--- config.mk ---
export PLATFORM = sky130hd
export DESIGN_NAME = eeprom_sequencer
export DESIGN_NICKNAME = d
export VERILOG_FILES = /design/src/design/eeprom_pkg.sv /design/src/design/eeprom_sequencer.sv
export SDC_FILE = /design/constraint.sdc
export NUM_CORES = 1
export LEC_CHECK = 0
export BUFFER_PORTS_ARGS = -buffer_cell sky130_fd_sc_hd__buf_4
export CAP_MARGIN = 20
export CORE_AREA = 2 2 65 67
export DETAILED_ROUTE_END_ITERATION = 12
export DIE_AREA = 0 0 67 69
export PLACE_DENSITY = 0.71
export SLEW_MARGIN = 20
export SYNTH_ARGS = -nofsm -noshare
export SYNTH_HDL_FRONTEND = slang
export SYNTH_SLANG_ARGS = --single-unit
--- constraint.sdc ---
create_clock -name CLK -period 1.7 [get_ports CLK]
set_clock_uncertainty 0.15 [all_clocks]
set_input_delay 0.34 -clock CLK [delete_from_list [all_inputs] [get_ports CLK]]
set_output_delay 0.34 -clock CLK [all_outputs]
set_load 0.03 [all_outputs]
--- src/design/eeprom_pkg.sv ---
`default_nettype none

package eeprom_pkg;

    // device type code, top nibble of every select byte
    localparam logic [3:0] dev_code = 4'b1010;

    // one user request
    typedef struct packed {
        logic        is_read;
        logic [10:0] addr;     // bits 10:8 go into the select byte
        logic [7:0]  data;     // write data, unused on reads
    } eeprom_req_t;

    // bit engine opcodes
    // a start on a busy bus acts as a repeated start
    typedef enum logic [1:0] {
        op_start,
        op_stop,
        op_write,
        op_read
    } bus_op_t;

    // command from sequencer to bit engine
    typedef struct packed {
        bus_op_t    op;
        logic [7:0] data;      // byte to send on op_write
        logic       last;      // nack the byte on op_read
    } bus_cmd_t;

    // result returned with done
    typedef struct packed {
        logic [7:0] data;      // shifter contents and the received byte after op_read
        logic       no_ack;    // slave left the ack slot high, op_write only
    } bus_res_t;

endpackage

`default_nettype wire
--- src/design/eeprom_sequencer.sv ---
`default_nettype none

module eeprom_sequencer
    import eeprom_pkg::*;
(
    input  logic        CLK,
    input  logic        RESET,
    input  logic        start,
    input  eeprom_req_t req,
    output logic        busy,
    output logic        cmd_valid,
    output bus_cmd_t    cmd,
    input  logic        done,
    input  bus_res_t    res,
    output logic [7:0]  rd_data,
    output logic        ack,
    output logic        nack
);

    typedef enum logic {
        ST_IDLE,
        ST_RUN
    } seq_state_t;

    seq_state_t  state;
    eeprom_req_t req_q;
    logic [2:0]  step;
    logic [2:0]  last_step;    // index of the closing stop
    logic        nack_acc;

    // command list
    // write sends start, sel(w), addr, data, stop
    // read sends start, sel(w), addr, start, sel(r), read with nack, stop
    function automatic bus_cmd_t step_cmd(input logic [2:0] idx, input eeprom_req_t r);
        bus_cmd_t   c;
        logic [7:0] sel;
        sel    = {dev_code, r.addr[10:8], 1'b0};
        c.op   = op_write;
        c.data = 8'h00;
        c.last = 1'b0;
        case (idx)
            3'd0: c.op = op_start;
            3'd1: c.data = sel;
            3'd2: c.data = r.addr[7:0];
            3'd3:
            begin
                if (r.is_read)
                begin
                    c.op = op_start;     // repeated start
                end
                else
                begin
                    c.data = r.data;
                end
            end
            3'd4:
            begin
                if (r.is_read)
                begin
                    c.data = sel | 8'h01;   // direction bit set
                end
                else
                begin
                    c.op = op_stop;
                end
            end
            3'd5:
            begin
                c.op   = op_read;
                c.last = 1'b1;
            end
            default: c.op = op_stop;
        endcase
        return c;
    endfunction

    assign busy      = (state == ST_RUN);
    assign last_step = req_q.is_read ? 3'd6 : 3'd4;
    assign cmd       = step_cmd(step, req_q);

    always_ff @(posedge CLK)
    begin
        if (RESET)
        begin
            state     <= ST_IDLE;
            step      <= 3'd0;
            nack_acc  <= 1'b0;
            cmd_valid <= 1'b0;
            ack       <= 1'b0;
            nack      <= 1'b0;
            rd_data   <= 8'h00;
        end
        else
        begin
            cmd_valid <= 1'b0;
            ack       <= 1'b0;
            case (state)
                ST_IDLE:
                begin
                    if (start)
                    begin
                        state     <= ST_RUN;
                        step      <= 3'd0;
                        nack_acc  <= 1'b0;
                        cmd_valid <= 1'b1;
                    end
                end
                default:
                begin
                    if (done)
                    begin
                        if (step == last_step)
                        begin
                            state   <= ST_IDLE;
                            ack     <= 1'b1;
                            nack    <= nack_acc;
                            rd_data <= res.data;    // read byte survives the stop
                        end
                        else
                        begin
                            nack_acc  <= nack_acc | res.no_ack;
                            // on a nack go straight to the stop
                            step      <= res.no_ack ? last_step : step + 3'd1;
                            cmd_valid <= 1'b1;
                        end
                    end
                end
            endcase
        end
    end

    always_ff @(posedge CLK)
    begin
        if ((state == ST_IDLE) && start)
        begin
            req_q <= req;
        end
    end

endmodule

`default_nettype wire

* Word level (Yosys, flattened, before mapping)
Cells that the tools add are included.
** Storage, ports and cells
- Register bits :: 36
- Input port bits :: 33
- Output and inout bits :: 23
- Logic and storage cells :: 53
** Cells by class
- Add/sub/neg operators :: 1
- Equality and inequality tests :: 8
- Mux-type cells :: 24
- Bitwise gates (word level) :: 3
- Reductions and logical operators :: 7
** Operator list (number)
- one-hot mux 8 bit (4 select lines) :: 1
- 2-to-1 mux 8 bit :: 2
- 2-to-1 mux 3 bit :: 5
- 2-to-1 mux 1 bit :: 12
- one-hot mux 2 bit (5 select lines) :: 1
- == test 3 x 2 -> 1 bit, second input constant :: 2
- == test 3 bit, second input constant :: 2
- 2-to-1 mux 2 bit :: 3
- AND reduction 3 bit :: 2
- != test 2 bit, second input constant :: 2
- adder 3 x 1 -> 3 bit, second input constant :: 1
- == test 3 x 1 -> 1 bit, second input constant :: 1
- == test 3 bit :: 1
- zero test 3 bit :: 1
- OR reduction 3 bit :: 1
- NOT 1 bit :: 2
- nonzero test 2 bit :: 1
- OR reduction 2 bit :: 1
- logical AND 1 bit :: 1
- OR 1 bit :: 1

* Depth between registers and ports, before layout
- Depth in word-level cells :: 5
- Gate-level depth with buffers :: 6

* Worst setup path after synthesis
Ideal clock, no wire load.
- Kind :: reg2out
- Start point :: register step[0]
- End point :: output port cmd[2] (netlist name)
- Arrival :: 1.644 ns
- Required time :: 1.210 ns
- Path slack :: -0.434 ns
- Cell stages (with the launch flop) :: 6
- Buffers on the path :: 0
- Cell sequence :: dfxtp_1 ha_1 ha_1 nor2b_1 a22oi_1 a21oi_1
** RTL lines
- start, declared :: RTL line eeprom_sequencer.sv:27 : logic [2:0] step;
- start signal, assigned :: RTL line eeprom_sequencer.sv:123 : step <= res.no_ack ? last_step : step + 3'd1;
- end, declared :: RTL line eeprom_sequencer.sv:12 : output bus_cmd_t cmd,

==> results by group <==
Clock network
  • Clock Sinks: 36
  • CTS Buffer Depth: 2
  • TritonCTS clock tree: built
  • CTS Buf Count: 5
  • CTS clk-pin slew, worst paths: 0.07 ns
  • Worst-Skew Late Latency: 0.28 ns
  • CTS Root Cell: clkbuf_8
  • Hold-fix buffer count after cts: 0
  • Htree depth: 2

Setup path
  • Cell Chain, Critical Path: buf_6, inv_4, ha_2, and3_4, o21ai_0, buf_4, a21oi_4, buf_6
  • Crit path required time: ~1.2 ns
  • Crit start category: register
  • Worst reg2reg setup slack: 0.07 ns
  • Critical Path Sink Type: output pin
  • CP max stage cell: dfxtp_4
  • CP arrival: 1.81 ns
  • Critical path's largest stage delay: 0.36 ns
  • CP max FO: 5
  • FF-to-FF Start: req_q[19]$_DFFE_PP_
  • Crit path kind: register to output pin
  • Cell mode on critical path: buf_6
  • FF-to-FF path depth: 5
  • Reg2Reg Capture Point: rd_data[5]$_SDFFE_PP0P_

Timing
  • RSZ-0062 raised after global routing: true
  • Fin Hold WS: around 0.074 ns
  • Final worst path period need: approximately 2.3 ns
  • Post-route setup slack: -0.5962 ns
  • Fin. Hold Viols: 0
  • Slew Limit Fails: 0
  • Final period util: 135.1%
  • Final setup violation count: 11
  • Least-Margin Pin Slew: 0.3628 ns
  • Relative slew slack: 75.76%
  • Max Clock Freq: 0.4355 GHz

Layout
  • Most frequent cells in the layout: 65 x buf_4, 21 x nand2b_1, 20 x edfxtp_1
  • Ant. Diodes: 0
  • Final core utilization: 71.93%
  • Area delta synth->final: 69.56%
  • Nets@finish: 263
  • Commonest non-fill, non-tap cell in the layout: buf_4
  • Fillers: roughly 270
  • Share of post-route cells with drive strength above 1: between 60% and 70%

Global route
  • Pin count of the biggest net entering global routing: 29
  • Total Routing Usage GR: about a fifth
  • Vias in the first global route: 1,480
  • Grt ovf: 0
  • First-pass GRT wire length: 6796 um
  • Antenna violations before repair: 0

Logic synthesis
  • Synth top area cells: edfxtp_1 36%, dfxtp_1 19%, nand2b_1 7.9%, mux2i_1 6.0%, ha_1 4.5%
  • Syn Nets: 175
  • Async SR Flop Fraction: 0%
  • Post-Synthesis Cells: 136
  • Yosys top cell area share: a little over a third
  • Post-synth cell types: 38
  • Largest area contributor in the netlist: edfxtp_1
  • Synthesized area per cell: 12.21 um2
  • Ys flop type: edfxtp_1
  • EDFF count, synth: 20
  • YS warnings: 0
  • Sequential element share of the synthesized area: between 50% and 60%
  • #FFs+latches synth: 36
  • Mapped Area: 1660 um2

Run status
  • Outcome: finished, violations left
  • Failing checks: setup timing

Power and ir drop
  • Pwr/cell area: 668.2 nW/um2
  • Pleak: about 1.1 nW
  • Maximum VDD drop: slightly above 400 uV

Min path
  • Hold depth: 1
  • Hold worst-path end: req_q[6]$_DFFE_PP_
  • Worst Hold Class: input port to register
  • Worst Hold Launch: req[6]

Floorplan
  • Num rows: 23
  • Core ar.: 3914 um2
  • Die X: 67 um
  • Starting density of the core: 42.42%
  • Die Y: 69 um
  • Die ar.: 4623 um2
  • IO Pins: 56

Routing
  • First-pass DRT Iterations: 4
  • Iter 0 DRT Violations: 77
  • Routed Antenna Nets: 0
  • Routed WL per cell: about 15 um
  • Via count: 1,379
  • DRT Wirelength: 4212 um
  • Vias/cell: 5.015
  • DRC Markers: 0

Flow run
  • Max_cap viols: 0

Place
  • Input/output buffers: 55
  • Hpwl dp: 3022 um
  • RePlAce Congestion: between 0.7 and 0.8
## power by group
| group | switching [mW] | total, mW | internal, mW | leakage, nW |
|---|---|---|---|---|
| Sequential | 0.0210 | 0.978 | 0.957 | 0.322 |
| Combinational | 0.145 | 0.310 | 0.165 | 0.730 |
| Clock | 0.308 | 0.593 | 0.285 | 0.0479 |
| Total | 0.474 | 1.88 | 1.41 | 1.10 |
## routing by layer
layer,global-route usage [%],wire length (um),vias to the layer above
li1,-,-,664
met1,20.76,1606,667
met2,35.09,2330,44
met3,5.546,207,4
met4,8.617,68,0
met5,0,0,-
## cell families after synthesis
| kind of cell | share of synthesized area, % |
|---|---|
| DFF | 55.46 |
| AOI/OAI and AO/OA | 11.61 |
| muxes | 6.933 |
| xor gates and xnor gates | 0.9799 |
| adders and majority gates | 4.521 |
| and+or+nand+nor | 16.81 |
| buffers and inverters | 3.691 |
## state kept, by name (all words and copies together) (netlist names)
| signal | flops |
|---|---|
| rd_data | 8 |
| nack | 1 |
| busy | 1 |
| cmd_valid | 1 |
| step | 3 |
| ack | 1 |
| nack_acc | 1 |
| req_q | 20 |
## through the flow
step | instances | worst slack [ns] | TNS (ns) | power [mW] | instance area (um2)
floorplan | 136 | -0.1513 | -0.9882 | 1.131 | 1841
global placement | 260 | -0.4050 | -3.474 | 1.259 | 2495
detailed placement | 260 | -0.4863 | -4.004 | 1.271 | 2495
CTS | 272 | -0.6454 | -6.237 | 1.895 | 2769
global route | 275 | -0.6702 | -6.382 | 1.974 | 2815
finish | 275 | -0.5962 | -5.729 | 1.881 | 2815
## worst max path at each step
stage                    startpoint     end  slack, ns  cells after the start
2_1_floorplan  step[0]$_SDFFE_PP0P_  cmd[1]      -0.15                      5
3_3_place_gp   step[0]$_SDFFE_PP0P_  cmd[8]      -0.41                      6
3_5_place_dp   step[0]$_SDFFE_PP0P_  cmd[8]      -0.49                      6
4_1_cts        step[1]$_SDFFE_PP0P_  cmd[4]      -0.65                      8
5_1_grt        step[1]$_SDFFE_PP0P_  cmd[4]      -0.67                      8
6_report       step[1]$_SDFFE_PP0P_  cmd[4]      -0.60                      8
## synthesized netlist by cell type, drive strengths merged (2+ instances only)
library cell / instances
nand2b: 22
edfxtp: 20
dfxtp: 16
mux2i: 10
a21oi: 7
ha: 6
inv: 6
nor2: 6
a22oi: 5
nor3: 4
o21ai: 4
clkbuf: 3
nand2: 3
nor2b: 3
a22o: 2
and2: 2
buf: 2
o32ai: 2
## worst max-delay path: cells and delay by family (launching register included)
| kind | cells | cell delay [ns] |
|---|---|---|
| buffers and inverters | 4 | 0.48 |
| flip-flops | 1 | 0.36 |
| AO/OA/AOI/OAI | 2 | 0.24 |
| AND/OR/NAND/NOR | 1 | 0.24 |
| adder cells (fa/ha/maj) | 1 | 0.21 |
## cell type report
| class | count | area [um2] | area share, % |
|---|---|---|---|
| sequential | 36 | 929.6 | 33.02 |
| timing repair buffer | 86 | 750.7 | 26.67 |
| multi-input combinational | 89 | 953.4 | 33.87 |
| tap | 50 | 62.56 | 2.222 |
| clock inverter | 3 | 18.77 | 0.6667 |
| inverter | 6 | 31.28 | 1.111 |
| clock buffer | 5 | 68.82 | 2.444 |
## timing repair
action | in CTS | in global routing
buffers inserted | 4 | 4
setup endpoints to repair | 11 | 11
pin swaps | 8 | 10
resized for setup | 34 | 7
No activity file was read; power rests on OpenSTA's default activity.
