$ cat src/design/eeprom_pkg.sv
`default_nettype none

package eeprom_pkg;

    // device type code, top nibble of every select byte
    localparam logic [3:0] dev_code = 4'b1010;

    // one user request
    typedef struct packed {
        logic        is_read;
        logic [10:0] addr;     // bits 10:8 go into the select byte
        logic [7:0]  data;     // write data, unused on reads
    } eeprom_req_t;

    // bit engine opcodes
    // a start on a busy bus acts as a repeated start
    typedef enum logic [1:0] {
        op_start,
        op_stop,
        op_write,
        op_read
    } bus_op_t;

    // command from sequencer to bit engine
    typedef struct packed {
        bus_op_t    op;
        logic [7:0] data;      // byte to send on op_write
        logic       last;      // nack the byte on op_read
    } bus_cmd_t;

    // result returned with done
    typedef struct packed {
        logic [7:0] data;      // shifter contents and the received byte after op_read
        logic       no_ack;    // slave left the ack slot high, op_write only
    } bus_res_t;

endpackage

`default_nettype wire
$ cat src/design/i2c_bit_engine.sv
`default_nettype none

module i2c_bit_engine
    import eeprom_pkg::*;
#(
    parameter int unsigned SCL_DIV = 2    // CLK cycles per quarter of an SCL period
)
(
    input  logic     CLK,
    input  logic     RESET,
    input  logic     cmd_valid,
    input  bus_cmd_t cmd,
    output logic     done,
    output bus_res_t res,
    output logic     scl,
    output logic     sda_low,
    input  logic     sda_in
);

    localparam int unsigned DIV_W = (SCL_DIV > 1) ? $clog2(SCL_DIV) : 1;

    logic             active;
    logic [DIV_W-1:0] div_cnt;
    logic [1:0]       qtr;        // quarter inside the current bit
    logic [3:0]       bit_cnt;    // 0..8 for bytes, 0 for start/stop
    logic             quarter_end;
    logic             last_bit;
    logic             is_byte;

    bus_op_t          op_q;
    logic             last_q;
    logic [7:0]       shreg;      // tx byte shifts out while rx bits shift in
    logic             sda_smp;    // SDA taken at the end of the second quarter

    // bus levels held while no command runs
    logic             scl_q;
    logic             sda_low_q;

    logic             drive_bit;

    assign quarter_end = (div_cnt == DIV_W'(SCL_DIV - 1));
    assign is_byte     = (op_q == op_write) || (op_q == op_read);
    assign last_bit    = is_byte ? (bit_cnt == 4'd8) : (bit_cnt == 4'd0);
    assign done        = active && quarter_end && (qtr == 2'd3) && last_bit;

    assign res = '{data: shreg, no_ack: (op_q == op_write) & sda_smp};

    // SDA level wanted during a data or ack bit
    always_comb
    begin
        if (bit_cnt < 4'd8)
        begin
            drive_bit = (op_q == op_write) ? ~shreg[7] : 1'b0;
        end
        else
        begin
            drive_bit = (op_q == op_read) ? ~last_q : 1'b0;   // master ack unless last
        end
    end

    always_comb
    begin
        if (!active)
        begin
            scl     = scl_q;
            sda_low = sda_low_q;
        end
        else
        begin
            case (op_q)
                op_start:
                begin
                    scl     = (qtr == 2'd1) || (qtr == 2'd2);
                    sda_low = (qtr >= 2'd2);       // falls with SCL high
                end
                op_stop:
                begin
                    scl     = (qtr != 2'd0);
                    sda_low = (qtr <= 2'd1);       // rises with SCL high
                end
                default:
                begin
                    scl     = (qtr == 2'd1) || (qtr == 2'd2);
                    sda_low = drive_bit;
                end
            endcase
        end
    end

    // control state
    always_ff @(posedge CLK)
    begin
        if (RESET)
        begin
            active    <= 1'b0;
            div_cnt   <= '0;
            qtr       <= 2'd0;
            bit_cnt   <= 4'd0;
            scl_q     <= 1'b1;
            sda_low_q <= 1'b0;
        end
        else if (!active)
        begin
            if (cmd_valid)
            begin
                active  <= 1'b1;
                div_cnt <= '0;
                qtr     <= 2'd0;
                bit_cnt <= 4'd0;
            end
        end
        else
        begin
            if (quarter_end)
            begin
                div_cnt <= '0;
                qtr     <= qtr + 2'd1;
                if (qtr == 2'd3)
                begin
                    bit_cnt <= bit_cnt + 4'd1;
                end
            end
            else
            begin
                div_cnt <= div_cnt + DIV_W'(1);
            end

            if (done)
            begin
                active    <= 1'b0;
                scl_q     <= scl;        // low after start or byte, high after stop
                sda_low_q <= sda_low;
            end
        end
    end

    // command payload and shifter
    always_ff @(posedge CLK)
    begin
        if (!active && cmd_valid)
        begin
            op_q   <= cmd.op;
            last_q <= cmd.last;
            if ((cmd.op == op_write) || (cmd.op == op_read))
            begin
                shreg <= cmd.data;       // kept through a stop
            end
        end

        if (active && quarter_end)
        begin
            if (qtr == 2'd1)
            begin
                sda_smp <= sda_in;
            end
            if ((qtr == 2'd3) && is_byte && (bit_cnt < 4'd8))
            begin
                shreg <= {shreg[6:0], sda_smp};
            end
        end
    end

endmodule

`default_nettype wire

$ cat config.mk
export PLATFORM = sky130hd
export DESIGN_NAME = i2c_bit_engine
export DESIGN_NICKNAME = d
export VERILOG_FILES = /design/src/design/eeprom_pkg.sv /design/src/design/i2c_bit_engine.sv
export SDC_FILE = /design/constraint.sdc
export NUM_CORES = 1
export LEC_CHECK = 0
export BUFFER_PORTS_ARGS = -buffer_cell sky130_fd_sc_hd__buf_2
export CELL_PAD_IN_SITES_DETAIL_PLACEMENT = 1
export CELL_PAD_IN_SITES_GLOBAL_PLACEMENT = 1
export CORE_ASPECT_RATIO = 1.4
export CORE_MARGIN = 2
export CORE_UTILIZATION = 35
export DETAILED_ROUTE_END_ITERATION = 10
export GPL_TIMING_DRIVEN = 0
export MAX_ROUTING_LAYER = met4
export PLACE_DENSITY_LB_ADDON = 0.1
export SLEW_MARGIN = 10
export SYNTH_ARGS = -nofsm -noshare
export SYNTH_HDL_FRONTEND = slang
export SYNTH_SLANG_ARGS = --single-unit
$ cat constraint.sdc
create_clock -name CLK -period 2.85 [get_ports CLK]
set_clock_uncertainty 0.2 [all_clocks]
set_input_delay 0.855 -clock CLK [delete_from_list [all_inputs] [get_ports CLK]]
set_output_delay 0.855 -clock CLK [all_outputs]
set_load 0.02 [all_outputs]
# Word-level counts from Yosys, hierarchy flattened
# Index checks and enable logic that the tools add are counted.
classes:
  addsub: 3
  order_cmp: 3
  n_eq_ne: 11
  muxes: 25
  bitwise: 3
  n_reduce_logical: 18
op_table:
  columns: ["operator", "n"]
  rows:
  - ["two-way mux 8 bit", 4]
  - ["two-way mux 4 bit", 4]
  - ["two-way mux 1 bit", 13]
  - ["== test 2 bit, second input constant", 6]
  - ["logical AND 1 bit", 6]
  - ["two-way mux 2 bit", 3]
  - ["AND reduction 2 bit", 3]
  - ["adder 4 x 1 -> 4 bit, second input constant", 1]
  - ["== test 2 x 1 -> 1 bit, second input constant", 2]
  - ["== test 4 bit, second input constant", 1]
  - ["logical NOT 4 bit", 1]
  - ["less-than comparator 4 bit, second input constant", 1]
  - ["!= test 2 x 1 -> 1 bit, second input constant", 2]
  - ["nonzero test 2 bit", 2]
  - ["logical OR 1 bit", 3]
  - ["AND reduction 3 bit", 1]
  - ["adder 2 x 1 -> 2 bit, second input constant", 1]
  - ["greater-or-equal comparator 2 bit, second input constant", 1]
  - ["<= comparator 2 x 1 -> 1 bit, second input constant", 1]
  - ["logical NOT 2 bit", 1]
  - ["NOT 1 bit", 2]
  - ["one-hot mux 1 bit (2 select lines)", 1]
  - ["adder 1 bit, second input constant", 1]
  - ["AND 1 bit", 1]
  - ["logical NOT 1 bit", 1]
word_totals:
  reg_bits: 22
  out_inout_bits: 12
  elab_cells: 73

# Depth between registers and ports, before layout
# Gate-level depths: netlist of run 1.
logic_depth:
  depth_word: 6
  depth_mapped: 6
  mapped_depth_nobuf: 6

# Worst setup path after synthesis of run 1
# No wires, ideal clock.
synth_path:
  path_type: "reg-to-output"
  startpoint: "register qtr[1]"
  endpoint: "output port scl"
  t_arrival_ns: 1.355
  setup_slack_ns: 0.440
  stages_incl_launch_ff: 5
  n_path_buf: 0
  cell_sequence: "dfxtp_1 -> inv_1 -> ha_1 -> or2_2 -> a31oi_1"
synth_via:
  elab_chain_len: 4
synth_lines:
  columns: ["item", "line", "source"]
  rows:
  - ["start, declared", "i2c_bit_engine.sv:24", "logic [1:0] qtr;"]
  - ["start signal, assigned", "i2c_bit_engine.sv:117", "qtr <= qtr + 2'd1;"]
  - ["== test 2 x 1 -> 1 bit / == test 2 bit (equally long branches)", "i2c_bit_engine.sv:73, i2c_bit_engine.sv:83", null]
  - ["logical OR 1 bit", "i2c_bit_engine.sv:73, i2c_bit_engine.sv:83", null]
  - ["two-way mux 1 bit (*)", null, null]
  - ["two-way mux 1 bit (*)", "i2c_bit_engine.sv:63", "if (!active)"]
  - ["end, declared", "i2c_bit_engine.sv:15", "output logic scl,"]
# Every way passes the cells marked *; elsewhere a longest branch is shown, timed or not.

# Final worst setup path of run 1
layout_path:
  startpoint: "register qtr[0]"
  endpoint: "output port scl"
# The elaborated chain is that of the path after synthesis.

==> results.yml, run 1 <==
worst_setup_path:
  start_kind: "register"
  worstSetupPathType: "register to primary output"
  crit_required_ps: 1800
  cp.arrival_ps: 1700
  reg2reg_from: "qtr[0]$_SDFFE_PP0P_"
  critPathMaxFanout: 4
  end_kind: "primary output"
  cp-startpoint: "qtr[0]$_SDFFE_PP0P_"
synth:
  synth.distinct_cells: 28
  synth_nets: 132
  synth_edf_count: 4
  synthTopCellsByCount: "dfxtp_1 (18), nand2_1 (14), mux2i_1 (9), o21ai_0 (9), nor2_1 (8)"
  synth_xor_area_share_pct: 3.329
  ys_dominant_reg_cell: "dfxtp_1"
  synth-simple-area-share_pct: 20.93
  yosysSeqAreaShare_pct: 45.66
  synth_area_leaders: "dfxtp_1 (34%), edfxtp_1 (11%), mux2i_1 (8.6%)"
  ys_seq_elements: 22
  muxShareOfSynthArea_pct: 8.561
  synth_top_cell_area_share_pct: 34.24
  synth.most_common_cell: "dfxtp_1"
  yosysWarningCount: 0
  avgSynthCellArea_um2: 9.480
  syn-cell-area_um2: 1052
  synth_top_family_by_area: "simple AND/OR/NAND/NOR gates"
  synthAdderAreaFrac_pct: 7.134
  postSynthCellCount: 111
  synthArstFlopShare_pct: 0
  synth_compound_area_share_pct: 10.46
  synth_area_leader_cell: "dfxtp_1"
cts:
  h-tree-depth: 1
  clkLatencyLatePin_ps: 270
  cts_sinks: 22
  path_clk_slew_ps: 80
  cts_made_buffers: 3
  cts_root_buf: "clkbuf_8"
  cts_tree: "yes"
  cts.path.max_buffers: 2
routing:
  first_pass_iters: 3
  detail-route-antenna-nets: 0
  viasPerCell: 4.972
  avgRoutedWirePerCell_um: 13.51
  vias: 895
  drtIter0Drc: 7
  drc: 0
  drt_wl_total_mm: 2.431
status:
  status: "completed"
floorplan:
  chipHeight_um: 68.88
  coreArea_um2: 2878
  rows: 23
  die-area_um2: 3467
  die-width_um: 50.34
  start_util_pct: 36.57
  pin_count: 27
placed_design:
  dp_cells: 173
  place_hpwl_mm: 1.856
  portBuffers: 25
  routabilityCongestion: 0.7537
sta:
  slew_viol_final: 0
  setup_violations: 0
  worst_pin_slew_ps: 484.3
  hold_slack_ps: 284.3
  fmax_mhz: 362.3
  finalCritPeriodShare_pct: 96.84
  max-slew-margin-rel_pct: 67.72
  finalHoldViolCount: 0
  period_minus_slack_ps: 2760
  timing.setup.tns_ps: 0
power_and_ir_drop:
  power_density_nw_per_um2: 533.6
  pwr-share-seq_pct: 53.2
  pwr-share-clk_pct: 29.7
  internal_power_uw: 491.8
  p_leak_uw: 0.0005701
  power_frac_comb_pct: 17.1
  swShare_pct: 28.68
  switchingPower_uw: 197.8
  peakVddDrop_v: 0.0002441
global_route:
  antenna_found_initial: 0
  grt-ovfl-total: 0
  grt_max_degree: 13
  grt_pass1_vias: 925
  track_usage_pct: 15.72
  grt_pass1_wl_mm: 3.981
final_layout:
  fin_util_pct: 44.91
  nets: 165
  instances_no_fill: 180
  drive_gt1_share_pct: 27.27
  diodes: 0
  area_growth_pct: 22.83
min_path:
  hp-start: "shreg[2]$_DFF_P_"
  hp-class: "register to register"
job:
  max-cap-violations: 0
[kinds of logic (layout without fill, tap and decap cells)]
| kind of cell | count (synthesis) | after routing |
|---|---|---|
| AND/OR/NAND/NOR | 41 | 41 |
| adder cells (fa/ha/maj) | 6 | 6 |
| XOR/XNOR | 4 | 4 |
| buffers and inverters | 10 | 42 |
| flip-flops | 22 | 22 |
| AO/OA/AOI/OAI | 19 | 19 |
| multiplexers | 9 | 9 |
[worst max-delay path: stages, from the launching register on]
cell and delay (ps):
dfxtp_1 400, inv_1 110, ha_1 200, or2_2 290, a31oi_1 220, buf_2 200
[layer usage]
layer	part of all wire [%]	up-vias	global-route usage (%)
met5	0	-	-
met3	3.8	4	1.940
met1	40	424	15.32
met2	54	21	29.93
met4	2.3	0	9.122
li1	-	446	-
[state kept, by name, indices dropped and copies added (netlist names)]
signal / flops
active: 1
bit_cnt: 4
div_cnt: 1
last_q: 1
op_q: 2
qtr: 2
scl_q: 1
sda_low_q: 1
sda_smp: 1
shreg: 8
[cell usage in the layout (no fill, tap or decap), drive strengths merged, types with 2 or more instances in the layout]
| cell type | synthesis | routed |
|---|---|---|
| buf | 5 | 33 |
| dfxtp | 18 | 18 |
| nand2 | 14 | 14 |
| o21ai | 9 | 9 |
| mux2i | 9 | 9 |
| nor2 | 8 | 8 |
| nor3 | 7 | 7 |
| ha | 6 | 6 |
| inv | 5 | 5 |
| a21oi | 5 | 5 |
| edfxtp | 4 | 4 |
| clkbuf | 0 | 4 |
| xor2 | 3 | 3 |
| or3 | 2 | 2 |
| nor2b | 2 | 2 |
| and3 | 2 | 2 |
[path summary, 6_finish.rpt]
check	to	slack [ps]	depth (start not counted)
max	scl	90	5
min	shreg[3]$_DFF_P_	280	2
max reg2reg	sda_low_q$_SDFFE_PP0P_	900	7
min reg2reg	shreg[3]$_DFF_P_	280	2
[through the flow]
step	setup slack (ps)	power [uW]	area [um^2]
after CTS	62.18	696.7	1269
after floorplan	439.6	446.0	1052
after detailed placement	368.7	495.2	1224
final	90.04	689.6	1292
after global routing	-11.34	723.7	1292
after global placement	368.6	489.0	1224
[area by class of cell]
class / instances / area [um^2]
Fill cell: 369 / 1585
Tap cell: 37 / 46.29
Inverter: 5 / 18.77
Buffer: 5 / 22.52
Clock buffer: 4 / 45.04
Sequential cell: 22 / 481.7
Multi-Input combinational cell: 79 / 530.5
Timing Repair Buffer: 28 / 147.6
[power groups by stage]
| stage | Combinational, uW | Clock, uW | Sequential [uW] |
|---|---|---|---|
| after global routing | 130 | 222 | 372 |
| after detailed placement | 121 | 0 | 375 |
| final | 118 | 205 | 367 |
| after CTS | 121 | 209 | 367 |
| after global placement | 117 | 0 | 372 |
| after floorplan | 47.5 | 0 | 398 |
[timing repair]
item                                   in CTS  in global routing
gates resized for setup                     0                  1
endpoints found under the hold margin       0                  0
buffers inserted                            0                  3
setup endpoints to repair                   0                  2
hold buffers                                0                  0
Note: power is estimated with default switching activity, not from simulation.
==> inputs of run 2 (changes only) <==
--- a/config.mk
+++ b/config.mk
@@ -8,7 +8,7 @@
 export BUFFER_PORTS_ARGS = -buffer_cell sky130_fd_sc_hd__buf_2
 export CELL_PAD_IN_SITES_DETAIL_PLACEMENT = 1
 export CELL_PAD_IN_SITES_GLOBAL_PLACEMENT = 1
-export CORE_ASPECT_RATIO = 1.4
+export CORE_ASPECT_RATIO = 0.8
 export CORE_MARGIN = 2
 export CORE_UTILIZATION = 35
 export DETAILED_ROUTE_END_ITERATION = 10
==> run 2 against run 1 <==
  * Maximum frequency is 1.6% higher
  * Total power is 3.8% higher
  * Design area is 1.5% higher
  * Clock power is 11% higher
  * Flip-flop and latch count stayed put
  * Highest routed layer unchanged
==> results.yml, run 2 (synthesis gave the netlist of run 1 again) <==
status:
  status: "completed"
final_layout:
  nets: 166
  layout_common_cells: "buf_2 (28), dfxtp_1 (16), nand2_1 (14)"
  top_regs: "shreg x8, bit_cnt x4"
  drive_gt1_share_pct: 29.17
  largest_reg_flops: 8
  diodes: 0
  regMostFlops: "shreg"
  area_growth_pct: 24.73
  layout_commonest_cell: "buf_2"
  nFillCells: 357
min_path:
  hp-class: "register to register"
  worstHoldPathCells: 2
  holdPathEnd: "shreg[7]$_DFF_P_"
  hp-start: "shreg[6]$_DFF_P_"
worst_setup_path:
  start_kind: "register"
  reg2reg_to: "shreg[6]$_DFF_P_"
  regToRegSetupSlack_ps: 980
  end_kind: "primary output"
  cp.arrival_ps: 1660
  critPathMaxFanout: 5
  cpMostUsedCell: "a21oi_1"
  worstSetupPathType: "register to primary output"
  worstPathCellList: "or3_1 > o21ai_0 > a21oi_1 > a21oi_1 > buf_2"
  r2r_cells: 5
  crit_required_ps: 1800
  crit_path_top_delay_cell: "edfxtp_1"
  slowest_delay_ps: 480
  worst-path-buf-inv: 1
  reg2reg_from: "qtr[1]$_SDFFE_PP0P_"
  cpLargestDelayFamily: "flip-flops"
sta:
  period_minus_slack_ps: 2717
  max-slew-margin-rel_pct: 68.35
  setup_violations: 0
  finalHoldViolCount: 0
  finalCritPeriodShare_pct: 95.32
  timing.setup.tns_ps: 0
  hold_slack_ps: 283.4
  rsz0062_at_grt: "no"
  slew_viol_final: 0
  fmax_mhz: 368.1
  worst_pin_slew_ps: 474.7
power_and_ir_drop:
  p_leak_uw: 0.0005801
  internal_power_uw: 517.7
  pwr-share-clk_pct: 31.8
  power_density_nw_per_um2: 545.4
  power_frac_comb_pct: 16.9
  swShare_pct: 27.67
  pwr-share-seq_pct: 51.3
  peakVddDrop_v: 0.0003147
  switchingPower_uw: 198.1
routing:
  drtIter0Drc: 9
  first_pass_iters: 3
  avgRoutedWirePerCell_um: 12.91
  drt_wl_total_mm: 2.349
  vias: 866
  detail-route-antenna-nets: 0
  viasPerCell: 4.758
  drc: 0
job:
  max-cap-violations: 0
placed_design:
  place_hpwl_mm: 1.713
  routabilityCongestion: 0.7159
  portBuffers: 25
global_route:
  track_usage_pct: 15.85
  grt_max_degree: 13
  grt_pass1_vias: 844
  antenna_found_initial: 0
  grt_pass1_wl_mm: 4.022
  grt-ovfl-total: 0
cts:
  cts_root_buf: "clkbuf_8"
  path_clk_slew_ps: 80
  cts_sinks: 22
  h-tree-depth: 1
  clkLatencyLatePin_ps: 270
  cts_tree: "yes"
  cts_made_buffers: 3
  cts.path.max_buffers: 2
  cts_hold_buf: 0
floorplan:
  rows: 17
  start_util_pct: 37.48
  chipHeight_um: 53.04
  die-width_um: 65.31
  die-area_um2: 3464
  pin_count: 27
  coreArea_um2: 2808
run 2: cell types whose count changed in the layout (fill, tap and decap cells not counted):
cell	change
buf_4	+1
dfxtp_1	-1
clkbuf_1	-1
dfxtp_2	+1
clkbuf_8	+1
run 2: worst max-delay path by stage:
| stage | startpoint | endpoint | slack, ps | depth (start not counted) |
|---|---|---|---|---|
| after global placement | qtr[1]$_SDFFE_PP0P_ | done | 410 | 4 |
| final | op_q[0]$_DFFE_PN_ | sda_low | 130 | 5 |
| after detailed placement | qtr[1]$_SDFFE_PP0P_ | done | 370 | 4 |
| after CTS | qtr[1]$_SDFFE_PP0P_ | done | 60 | 4 |
| after floorplan | qtr[1]$_SDFFE_PP0P_ | scl | 440 | 4 |
| after global routing | qtr[0]$_SDFFE_PP0P_ | sda_low | 6 | 7 |
run 2: cell type report:
cell class | instances | area (um^2) | share of cell area [%]
repair buffers | 29 | 155.1 | 11.82
inverters | 5 | 18.77 | 1.430
plain buffers | 5 | 22.52 | 1.716
multi-input cells | 79 | 530.5 | 40.42
clock buffers | 4 | 55.05 | 4.194
well taps | 38 | 47.55 | 3.622
flip-flops and latches | 22 | 483.0 | 36.80
run 2: worst min-delay path, cell delays in order, from the launching register on:
cell and delay, ps:
dfxtp_1 330, nand2_1 50, o21ai_0 60
run 2: through the flow:
step	util [%]	cell area (um^2)	instances	power (uW)	setup WS, ps
5_1_grt	46.75	1313	182	754.3	6.372
2_1_floorplan	-	1052	111	446.0	439.6
6_report	46.75	1313	182	715.8	133.3
4_1_cts	45.59	1280	178	726.1	62.05
3_5_place_dp	43.63	1225	174	493.8	374.7
3_3_place_gp	43.63	1225	174	489.3	409.5
run 2: what timing repair did:
item                                    4_1_cts  5_1_grt
endpoints found under the setup margin        0        3
setup buffers                                 0        4
gates resized for setup                       0        2
run 2: per-layer routing:
layer | vias up | GRT usage (%) | routed length (um) | share of wire (%)
li1 | 447 | - | - | -
met1 | 403 | 20.76 | 1166 | 50
met2 | 13 | 24.83 | 1074 | 46
met3 | 3 | 3.830 | 88 | 3.7
met4 | 0 | 4.167 | 19 | 0.81
met5 | - | - | 0 | 0
run 2: power by group through the flow:
stage | combinational, uW | clock (uW) | sequential, uW
final | 121 | 228 | 367
after global routing | 134 | 248 | 372
after CTS | 120 | 238 | 368
after detailed placement | 119 | 0 | 375
after global placement | 116 | 0 | 373
after floorplan | 47.5 | 0 | 398
==> inputs of run 3 (changes only) <==
--- a/config.mk
+++ b/config.mk
@@ -10,7 +10,7 @@
 export CELL_PAD_IN_SITES_GLOBAL_PLACEMENT = 1
 export CORE_ASPECT_RATIO = 0.8
 export CORE_MARGIN = 2
-export CORE_UTILIZATION = 35
+export CORE_UTILIZATION = 41
 export DETAILED_ROUTE_END_ITERATION = 10
 export GPL_TIMING_DRIVEN = 0
 export MAX_ROUTING_LAYER = met4
==> run 3 against run 2 <==
  * Cell count shrank 2.2%
  * Clock-buffer cell count down 1
  * Routed wire length decreased by 0.21%
  * Setup slack worse by 9.6 ps
  * Maximum frequency decreased by 0.35%
  * Non-clock buffer count is 1 lower
  * Total power fell by 12%
  * First-iteration DRC count rose to 3.6 times the previous value
  * Critical path depth shrank 1
  * Via count rose by 0.58%
  * Critical path type unchanged
  * Combinational power is essentially flat
  * Sequential share of layout area increased by 1.1 points
==> results.yml, run 3 (synthesis gave the netlist of run 1 again) <==
status:
  status: "completed"
routing:
  vias: 871
  drc: 0
  drtIter0Drc: 32
  viasPerCell: 4.893
  detail-route-antenna-nets: 0
  drt_wl_total_mm: 2.344
  avgRoutedWirePerCell_um: 13.17
  first_pass_iters: 3
cts:
  cts_hold_buf: 0
  h-tree-depth: 1
  cts_sinks: 22
  cts_tree: "yes"
  cts_root_buf: "clkbuf_4"
  cts.path.max_buffers: 2
  path_clk_slew_ps: 110
  clkLatencyLatePin_ps: 310
  cts_made_buffers: 3
global_route:
  track_usage_pct: 18.84
  grt-ovfl-total: 0
  grt_max_degree: 12
  grt_pass1_vias: 870
  antenna_found_initial: 0
  grt_pass1_wl_mm: 4.022
worst_setup_path:
  end_kind: "primary output"
  crit_required_ps: 1800
  cp.arrival_ps: 1670
  critPathMaxFanout: 6
  worstSetupPathType: "register to primary output"
  start_kind: "register"
final_layout:
  nets: 165
  area_growth_pct: 21.17
  layout_commonest_cell: "buf_2"
  diodes: 0
  drive_gt1_share_pct: 28.17
  layout_common_cells: "buf_2 (26), dfxtp_1 (16), nand2_1 (14)"
  largest_reg_flops: 8
  stdcell_area_um2: 1275
  regMostFlops: "shreg"
  top_regs: "shreg x8, bit_cnt x4"
sta:
  worst_pin_slew_ps: 464.9
  rsz0062_at_grt: "yes"
  finalHoldViolCount: 0
  fmax_mhz: 366.8
  setup_violations: 0
  max-slew-margin-rel_pct: 69.01
  slew_viol_final: 0
  period_minus_slack_ps: 2726
  finalCritPeriodShare_pct: 95.66
  hold_slack_ps: 286.1
placed_design:
  place_hpwl_mm: 1.810
  dpl_cell_area_um2: 1222
  portBuffers: 25
  routabilityCongestion: 0.6870
floorplan:
  die-width_um: 60.64
  pin_count: 27
  coreArea_um2: 2442
  die-area_um2: 2990
  chipHeight_um: 49.31
  rows: 16
  start_util_pct: 43.08
power_and_ir_drop:
  p_leak_uw: 0.0005612
  peakVddDrop_v: 0.0002673
  power_density_nw_per_um2: 491.7
job:
  max-cap-violations: 0
min_path:
  hp-class: "register to register"
run 3: cell types whose count changed in the layout (fill, tap and decap cells not counted), sizes merged:
cell | before | now
clkbuf | 4 | 3
buf | 34 | 33
run 3: worst max-delay path: stages, from the launching register on:
cell and delay, ps:
edfxtp_1 490, nand2b_1 200, or2_2 270, a31oi_1 210
buf_2 200
run 3: what timing repair did:
item	4_1_cts	5_1_grt
endpoints found under the hold margin	0	0
setup buffers	0	3
setup endpoints to repair	0	3
resized for setup	0	4
run 3: where the power goes:
part           total (uW)  switching (uW)  internal (uW)
Clock                 138            89.0           49.4
Sequential            368            22.7            345
Combinational         121            72.5           48.5
run 3: final timing paths:
check	cells past startpoint	slack, ps	end	start
max	4	120	scl	op_q[1]$_DFFE_PN_
min	2	290	shreg[1]$_DFF_P_	shreg[0]$_DFF_P_
max reg2reg	6	930	scl_q$_SDFFE_PP1P_	qtr[1]$_SDFFE_PP0P_
min reg2reg	2	290	shreg[1]$_DFF_P_	shreg[0]$_DFF_P_
run 3: area by class of cell:
class | instances | area, um^2
Inverter | 5 | 18.77
Sequential cell | 22 | 483.0
Multi-Input combinational cell | 79 | 530.5
Buffer | 5 | 22.52
Timing Repair Buffer | 28 | 152.6
Fill cell | 300 | 1167
Tap cell | 36 | 45.04
Clock buffer | 3 | 22.52
run 3: metal layers:
metal | vias to the layer above | share of wire (%) | GRT usage [%]
met5 | - | 0 | -
li1 | 446 | - | -
met3 | 6 | 3.8 | 4.775
met1 | 404 | 45 | 23.18
met2 | 15 | 49 | 29.21
met4 | 0 | 2.7 | 7.609
run 3: through the flow:
step           total power, uW  setup TNS (ps)  utilization, %  worst slack, ps  instances
3_3_place_gp             488.5               0           50.05            427.2        172
6_report                 627.0               0           52.20            123.7        178
2_1_floorplan            446.0               0               -            439.6        111
5_1_grt                  662.4          -41.74           52.20           -26.14        178
4_1_cts                  638.8               0           50.97            35.02        175
3_5_place_dp             496.7               0           50.05            405.7        172
